<file path="config.mk">
export PLATFORM = sky130hd
export DESIGN_NAME = noc_router
export DESIGN_NICKNAME = d
export VERILOG_FILES = /design/src/hdl/noc_topology_pkg.sv /design/src/hdl/noc_flit_pkg.sv /design/src/hdl/noc_router_input.sv /design/src/hdl/noc_router_output.sv /design/src/hdl/noc_router.sv
export SDC_FILE = /design/constraint.sdc
export NUM_CORES = 1
export LEC_CHECK = 0
export BUFFER_PORTS_ARGS = -buffer_cell sky130_fd_sc_hd__buf_2
export CORE_MARGIN = 2
export CORE_UTILIZATION = 40
export CTS_CLUSTER_DIAMETER = 100
export DETAILED_ROUTE_END_ITERATION = 8
export PLACE_DENSITY = 0.6
export SYNTH_ARGS = -nofsm -noshare
export SYNTH_HDL_FRONTEND = slang
export SYNTH_SLANG_ARGS = --single-unit
</file>
<file path="constraint.sdc">
create_clock -name clk -period 11.05 [get_ports clk]
set_input_delay 0.5525 -clock clk [delete_from_list [all_inputs] [get_ports clk]]
set_output_delay 0.5525 -clock clk [all_outputs]
set_load 0.01 [all_outputs]
</file>
<file path="src/hdl/noc_topology_pkg.sv">
`default_nettype none

package noc_topology_pkg;

  ////////////////////
  // Mesh geometry

  localparam int mesh_x = 3;
  localparam int mesh_y = 2;
  localparam int nodes  = mesh_x * mesh_y;
  localparam int node_w = $clog2(nodes);

  // Node number from column and row
  function automatic int node_num(input int x, input int y);
    return x + y * mesh_x;
  endfunction

  ////////////////////
  // Router ports

  localparam int ports  = 5;
  localparam int port_w = $clog2(ports);

  // Indices into the per-router wiring arrays
  localparam int port_local = 0;
  localparam int port_north = 1;
  localparam int port_east  = 2;
  localparam int port_south = 3;
  localparam int port_west  = 4;

  // One-hot direction where bit n selects port n
  typedef logic [ports-1:0] dir_t;

  localparam dir_t dir_local = dir_t'(1 << port_local);
  localparam dir_t dir_north = dir_t'(1 << port_north);
  localparam dir_t dir_east  = dir_t'(1 << port_east);
  localparam dir_t dir_south = dir_t'(1 << port_south);
  localparam dir_t dir_west  = dir_t'(1 << port_west);

  // Input buffer sizing
  localparam int buffer_depth = 4;
  localparam int buffer_ptr_w = $clog2(buffer_depth);

endpackage

`default_nettype wire

</file>
<file path="src/hdl/noc_flit_pkg.sv">
`default_nettype none

package noc_flit_pkg;

  localparam int flit_w = 32;

  ////////////////////
  // Header layout

  localparam int dest_w = noc_topology_pkg::node_w;
  localparam int src_w  = noc_topology_pkg::node_w;
  // Whatever is left after the two node fields
  localparam int tag_w  = flit_w - dest_w - src_w;

  typedef struct packed {
    logic [dest_w-1:0] dest;
    logic [src_w-1:0]  src;
    logic [tag_w-1:0]  tag;
  } header_t;

  ////////////////////
  // Flit word

  // Header view is only meaningful on the first flit of a packet
  typedef union packed {
    header_t           header;
    logic [flit_w-1:0] data;
  } flit_t;

endpackage

`default_nettype wire

</file>
<file path="src/hdl/noc_router_input.sv">
`default_nettype none

module noc_router_input #(
  parameter int node_x = 0,
  parameter int node_y = 0
) (
  input  logic                   clk,
  input  logic                   arst_n,
  input  noc_flit_pkg::flit_t    in_flit,
  input  logic                   in_last,
  input  logic                   in_valid,
  output logic                   in_ready,
  output noc_flit_pkg::flit_t    head_flit,
  output logic                   head_last,
  output noc_topology_pkg::dir_t request,
  input  logic                   pop
);

  import noc_topology_pkg::*;
  import noc_flit_pkg::*;

  flit_t                   flit_mem [buffer_depth];
  logic                    last_mem [buffer_depth];
  logic [buffer_ptr_w-1:0] wr_ptr;
  logic [buffer_ptr_w-1:0] rd_ptr;
  logic [buffer_ptr_w:0]   count;
  logic                    push;
  logic                    packet_active;
  dir_t                    route_q;
  dir_t                    route_d;
  int                      dest_x;
  int                      dest_y;

  ////////////////////
  // Flit buffer

  assign in_ready = int'(count) < buffer_depth;
  assign push     = in_valid && in_ready;

  always_ff @(posedge clk or negedge arst_n) begin
    if (!arst_n) begin
      wr_ptr <= '0;
      rd_ptr <= '0;
      count  <= '0;
    end else begin
      if (push) begin
        wr_ptr <= (int'(wr_ptr) == buffer_depth - 1) ? '0 : wr_ptr + 1'b1;
      end
      if (pop) begin
        rd_ptr <= (int'(rd_ptr) == buffer_depth - 1) ? '0 : rd_ptr + 1'b1;
      end
      case ({push, pop})
        2'b10:   count <= count + 1'b1;
        2'b01:   count <= count - 1'b1;
        default: count <= count;
      endcase
    end
  end

  always_ff @(posedge clk) begin
    if (push) begin
      flit_mem[wr_ptr] <= in_flit;
      last_mem[wr_ptr] <= in_last;
    end
  end

  assign head_flit = flit_mem[rd_ptr];
  assign head_last = last_mem[rd_ptr];

  ////////////////////
  // Route decision

  // X first, then Y, then deliver locally
  always_comb begin
    dest_x = int'(head_flit.header.dest) % mesh_x;
    dest_y = int'(head_flit.header.dest) / mesh_x;
    if (dest_x > node_x) begin
      route_d = dir_east;
    end else if (dest_x < node_x) begin
      route_d = dir_west;
    end else if (dest_y > node_y) begin
      route_d = dir_north;
    end else if (dest_y < node_y) begin
      route_d = dir_south;
    end else begin
      route_d = dir_local;
    end
  end

  // Body flits reuse the direction latched from the header
  assign request = (count != '0) ? (packet_active ? route_q : route_d) : '0;

  always_ff @(posedge clk or negedge arst_n) begin
    if (!arst_n) begin
      packet_active <= 1'b0;
      route_q       <= '0;
    end else if (pop) begin
      packet_active <= !head_last;
      route_q       <= request;
    end
  end

endmodule

`default_nettype wire

</file>
<file path="src/hdl/noc_router_output.sv">
`default_nettype none

module noc_router_output (
  input  logic                                                 clk,
  input  logic                                                 arst_n,
  input  noc_topology_pkg::dir_t                               request,
  input  noc_flit_pkg::flit_t [noc_topology_pkg::ports-1:0]    head_flit,
  input  logic [noc_topology_pkg::ports-1:0]                   head_last,
  output logic [noc_topology_pkg::ports-1:0]                   grant,
  output noc_flit_pkg::flit_t                                  out_flit,
  output logic                                                 out_last,
  output logic                                                 out_valid,
  input  logic                                                 out_ready
);

  import noc_topology_pkg::*;
  import noc_flit_pkg::*;

  logic [port_w-1:0] rr_ptr;
  logic [port_w-1:0] pick;
  logic              found;
  logic              locked;
  logic              take;
  int                idx;

  ////////////////////
  // Arbitration

  // First requester after the last granted input wins
  always_comb begin
    found = 1'b0;
    pick  = rr_ptr;
    idx   = 0;
    for (int k = 1; k <= ports; k++) begin
      idx = (int'(rr_ptr) + k) % ports;
      if (!found && request[idx]) begin
        found = 1'b1;
        pick  = port_w'(idx);
      end
    end
  end

  // Grant only while the locked input actually has a flit
  assign grant = locked ? (request & (dir_t'(1) << rr_ptr)) : '0;
  assign take  = (|grant) && (!out_valid || out_ready);

  always_ff @(posedge clk or negedge arst_n) begin
    if (!arst_n) begin
      locked <= 1'b0;
      // Start so that input 0 comes first
      rr_ptr <= port_w'(ports - 1);
    end else if (!locked) begin
      if (found) begin
        locked <= 1'b1;
        rr_ptr <= pick;
      end
    end else if (take && head_last[rr_ptr]) begin
      locked <= 1'b0;
    end
  end

  ////////////////////
  // Output stage

  always_ff @(posedge clk or negedge arst_n) begin
    if (!arst_n) begin
      out_valid <= 1'b0;
    end else if (take) begin
      out_valid <= 1'b1;
    end else if (out_ready) begin
      out_valid <= 1'b0;
    end
  end

  // Held while downstream stalls
  always_ff @(posedge clk) begin
    if (take) begin
      out_flit <= head_flit[rr_ptr];
      out_last <= head_last[rr_ptr];
    end
  end

endmodule

`default_nettype wire

</file>
<file path="src/hdl/noc_router.sv">
`default_nettype none

module noc_router #(
  parameter int node_x = 0,
  parameter int node_y = 0
) (
  input  logic                                              clk,
  input  logic                                              arst_n,
  input  noc_flit_pkg::flit_t [noc_topology_pkg::ports-1:0] in_flit,
  input  logic [noc_topology_pkg::ports-1:0]                in_last,
  input  logic [noc_topology_pkg::ports-1:0]                in_valid,
  output logic [noc_topology_pkg::ports-1:0]                in_ready,
  output noc_flit_pkg::flit_t [noc_topology_pkg::ports-1:0] out_flit,
  output logic [noc_topology_pkg::ports-1:0]                out_last,
  output logic [noc_topology_pkg::ports-1:0]                out_valid,
  input  logic [noc_topology_pkg::ports-1:0]                out_ready
);

  import noc_topology_pkg::*;
  import noc_flit_pkg::*;

  // Indexed by input
  flit_t [ports-1:0] head_flit;
  logic [ports-1:0]  head_last;
  dir_t              request [ports];
  logic [ports-1:0]  pop;

  // Indexed by output
  dir_t              out_request [ports];
  logic [ports-1:0]  grant [ports];
  logic [ports-1:0]  accept;

  for (genvar p = 0; p < ports; p++) begin : g_port
    noc_router_input #(
      .node_x (node_x),
      .node_y (node_y)
    ) u_input (
      .clk       (clk),
      .arst_n    (arst_n),
      .in_flit   (in_flit[p]),
      .in_last   (in_last[p]),
      .in_valid  (in_valid[p]),
      .in_ready  (in_ready[p]),
      .head_flit (head_flit[p]),
      .head_last (head_last[p]),
      .request   (request[p]),
      .pop       (pop[p])
    );

    noc_router_output u_output (
      .clk       (clk),
      .arst_n    (arst_n),
      .request   (out_request[p]),
      .head_flit (head_flit),
      .head_last (head_last),
      .grant     (grant[p]),
      .out_flit  (out_flit[p]),
      .out_last  (out_last[p]),
      .out_valid (out_valid[p]),
      .out_ready (out_ready[p])
    );

    // Output p sees bit p of every input's request
    for (genvar q = 0; q < ports; q++) begin : g_xbar
      assign out_request[p][q] = request[q][p];
    end

    // Same condition the output uses to load its stage
    assign accept[p] = !out_valid[p] || out_ready[p];
  end

  ////////////////////
  // Pop collection

  always_comb begin
    pop = '0;
    for (int o = 0; o < ports; o++) begin
      pop = pop | (grant[o] & {ports{accept[o]}});
    end
  end

endmodule

`default_nettype wire

</file>
==> flow_metrics.py <==
metrics = {
    "outcome": {
        "outcome": "finished clean",
    },
    "timing": {
        "slew_viol_final": 0,
        "post-route-min-period_ps": 6110,
        "max-slew-margin-rel": 0.228,
        "finalSetupTns_ps": 0,
        "worst_slew_pin_slew_ps": 1160,
        "finalSetupViolCount": 0,
        "skew_ps": 47.1,
        "whs_ps": 73.4,
        "finalHoldViolations": 0,
        "fmax_ghz": 0.164,
        "rsz0062_at_grt": "false",
        "post-route-period-util": 0.553,
    },
    "power": {
        "p_per_area_nw_per_um2": 301,
        "ir_worst_vdd_uv": 160,
        "p_leak_nw": 19.6,
    },
    "cts": {
        "path_clk_slew_ps": 60,
        "cts_buffers": 98,
        "cts.sinks": 915,
        "clock_path_buffers": 3,
        "root_buffer": "clkbuf_16",
        "cts_tree": "yes",
        "cts_htree_levels": 3,
        "post_cts_buffers": 0,
        "worst_skew_pair.late_latency_ps": 700,
    },
    "synth": {
        "yosys-top-cells-area": "edfxtp_1 (52%), mux4_2 (16%), ha_1 (5.1%)",
        "synth_edf_count": 825,
        "ys_ff_latch": 915,
        "syn-instance-count": 3134,
        "yosysTopAreaCellShare": 0.525,
        "syn_area_um2": 47200,
        "yosysWarnings": 0,
        "synth.avg_cell_area_um2": 15.1,
        "async_flop_share": 0.0984,
        "synth.distinct_cells": 99,
        "yosysTopAreaCell": "edfxtp_1",
        "synth-main-ff-cell": "edfxtp_1",
        "ys_seq_area_frac": 0.573,
    },
    "critical_path": {
        "regToRegSetupSlack_ps": 4940,
        "crit_required_ps": 11630,
        "cp-end-kind": "register",
        "crit_path_top_delay_cell": "dfrtp_1",
        "crit_chain": "inv_2, buf_4, ha_1, inv_1, ha_1, inv_1, ha_1, nor2b_1, a21boi_0, o32ai_1, a221o_1, or4b_2, and3_1, nor3b_1, or2_2, or3b_1, o221ai_1",
        "cp.arrival_ps": 6690,
        "crit_top_cell": "ha_1",
        "crit_path_max_incr_delay_ps": 650,
        "worst_setup_path_start_kind": "register",
        "critPathKind": "register to register",
        "timing.rr.start": "g_port[0].u_output.rr_ptr[1]",
        "reg2regPathDepth": 17,
        "reg2reg_to": "g_port[0].u_output.rr_ptr[2]",
        "worstPathMaxFanout": 24,
    },
    "routing": {
        "wl_um": 149000,
        "post-route-drc-count": 0,
        "antenna_left": 0,
        "via_per_inst": 6.07,
        "post_drt_wl_per_cell_um": 29.3,
        "drt_iter0_drc": 3634,
        "dr.pass1.iters": 6,
        "via_count": 31000,
    },
    "floorplan": {
        "dieArea_um2": 121000,
        "die_w_um": 348,
        "num_rows": 126,
        "core_um2": 118000,
        "die_h_um": 348,
        "io_pins": 352,
        "start_util": 0.401,
    },
    "hold_path": {
        "worstHoldStart": "in_flit[82]",
        "min_to": "g_port[2].u_input.flit_mem[2][18]",
        "whs_path_depth": 1,
        "hp-class": "primary input to register",
    },
    "placed_design": {
        "gp_congestion": 0.902,
        "hpwl_um": 104000,
        "port_buffers": 351,
        "dp.cells": 4902,
    },
    "grt": {
        "grt_pass1_wl_um": 215000,
        "grt.busiest_layer": "met2",
        "met3_usage": 0.0601,
        "antenna_found_initial": 45,
        "grt_overflow": 0,
        "use_met1": 0.325,
        "grt_use_met2": 0.397,
        "grt_usage": 0.246,
        "grt_pass1_vias": 29600,
        "grt_max_degree": 57,
    },
    "finish": {
        "syn_to_final_growth_pct": 14.6,
        "layout.nets": 3844,
        "finalNonFillerCells": 5099,
        "drive_gt1_frac": 0.286,
    },
    "run": {
        "max_cap_viol_count": 0,
    },
}
## how the worst max path moves through the flow
stage,from,endpoint,slack (ps),cells past startpoint
detailed placement,g_port[0].u_output.rr_ptr[1],g_port[0].u_output.rr_ptr[2],4950,17
CTS,g_port[0].u_output.rr_ptr[1],g_port[0].u_output.rr_ptr[2],4940,17
floorplan,g_port[0].u_output.rr_ptr[0],g_port[0].u_output.rr_ptr[2],5400,21
finish,g_port[0].u_output.rr_ptr[1],g_port[0].u_output.rr_ptr[2],4940,17
global placement,g_port[0].u_output.rr_ptr[1],g_port[0].u_output.rr_ptr[2],5050,17
global route,g_port[0].u_output.rr_ptr[1],g_port[0].u_output.rr_ptr[0],4310,18
## flip-flops by register name, indices dropped and copies added (netlist names)
name / count
g_port.u_input.wr_ptr: 10
g_port.u_output.out_last: 5
g_port.u_input.count: 15
g_port.u_input.flit_mem: 640
g_port.u_output.locked: 5
g_port.u_input.rd_ptr: 10
g_port.u_output.rr_ptr: 15
g_port.u_input.packet_active: 5
g_port.u_input.route_q: 25
g_port.u_output.out_valid: 5
g_port.u_input.last_mem: 20
g_port.u_output.out_flit: 160
## power breakdown
| group | leakage [nW] | switching [mW] | internal [mW] | total, mW |
|---|---|---|---|---|
| Clock | 1.64 | 1.43 | 2.03 | 3.45 |
| Sequential | 8.58 | 0.517 | 4.64 | 5.16 |
| Combinational | 9.41 | 4.46 | 3.19 | 7.65 |
| Total | 19.6 | 6.41 | 9.86 | 16.3 |
## cells in the mapped netlist (27+ instances only)
master and count:
inv_1 127, and2_1 34, nor2_1 125, nand2b_1 40
a22o_1 167, nand2_1 164, mux2i_1 45, nor2b_1 40
dfrtp_1 85, clkbuf_1 113, nand3_1 45, a21oi_1 106
nor3_1 51, mux2_2 27, o21ai_0 112, xnor2_1 45
mux4_2 328, buf_1 41, ha_1 192, edfxtp_1 825
## layout by cell type (no fill, tap or decap), types with 15 or more instances in the layout
master	n
mux2_2	27
dfrtp_1	70
and3_1	17
a21o_1	18
buf_4	47
clkinv_2	19
nor3_1	46
buf_2	350
xnor2_1	45
o21ai_0	110
a21oi_1	106
nand2b_1	40
a22o_1	167
nor2b_1	38
inv_1	127
ha_1	192
nand2_1	164
nor2_1	125
mux4_2	328
clkbuf_16	98
edfxtp_1	825
mux2i_1	45
and2_2	21
a31oi_1	20
nand3_1	45
o31ai_1	15
dfrtp_2	15
## cell type report
cell class | count | area, um2
repair buffers | 398 | 2110
fillers | 10300 | 63500
multi-input cells | 1913 | 19000
inverters | 141 | 529
clock inverters | 66 | 818
flip-flops and latches | 915 | 27100
well taps | 1536 | 1920
diodes | 14 | 35.0
clock buffers | 116 | 2600
## worst max-delay path, delay by kind of cell (launching register included)
kind                     cells  cell delay [ps]
buffers and inverters        4             1500
AO/OA/AOI/OAI                4             1040
AND/OR/NAND/NOR              6             1840
adder cells (fa/ha/maj)      3              980
flip-flops                   1              650
## through the flow
step	instance area, um2	util	power, mW	setup slack, ps
after global routing	54100	0.460	17.1	4310
after floorplan	47300	-	10.4	5400
after global placement	50600	0.430	12.7	5050
final	54100	0.460	16.3	4940
after detailed placement	50600	0.430	12.8	4950
after CTS	54100	0.460	16.3	4940
## per-layer routing
metal	vias up	share of wire
met4	30	0.038
met5	-	0.0012
li1	13200	-
met1	15800	0.39
met3	282	0.098
met2	1594	0.48
## repair_timing
item / CTS / global route
hold endpoints to repair: 36 / 0
resized for setup: 0 / 0
hold buffers: 1 / 0
## cells by family (layout without fill, tap and decap cells)
group | count (synthesis) | after routing | synth area share
AOI/OAI and AO/OA | 615 | 615 | 0.0937
xor gates and xnor gates | 54 | 54 | 0.0100
adders and majority gates | 202 | 202 | 0.0547
buffers and inverters | 319 | 721 | 0.0272
DFF | 915 | 915 | 0.573
muxes | 400 | 400 | 0.172
other | 1 | 28 | 0.0000794
and+or+nand+nor | 628 | 628 | 0.0693
Note: power is estimated with default switching activity, not from simulation.
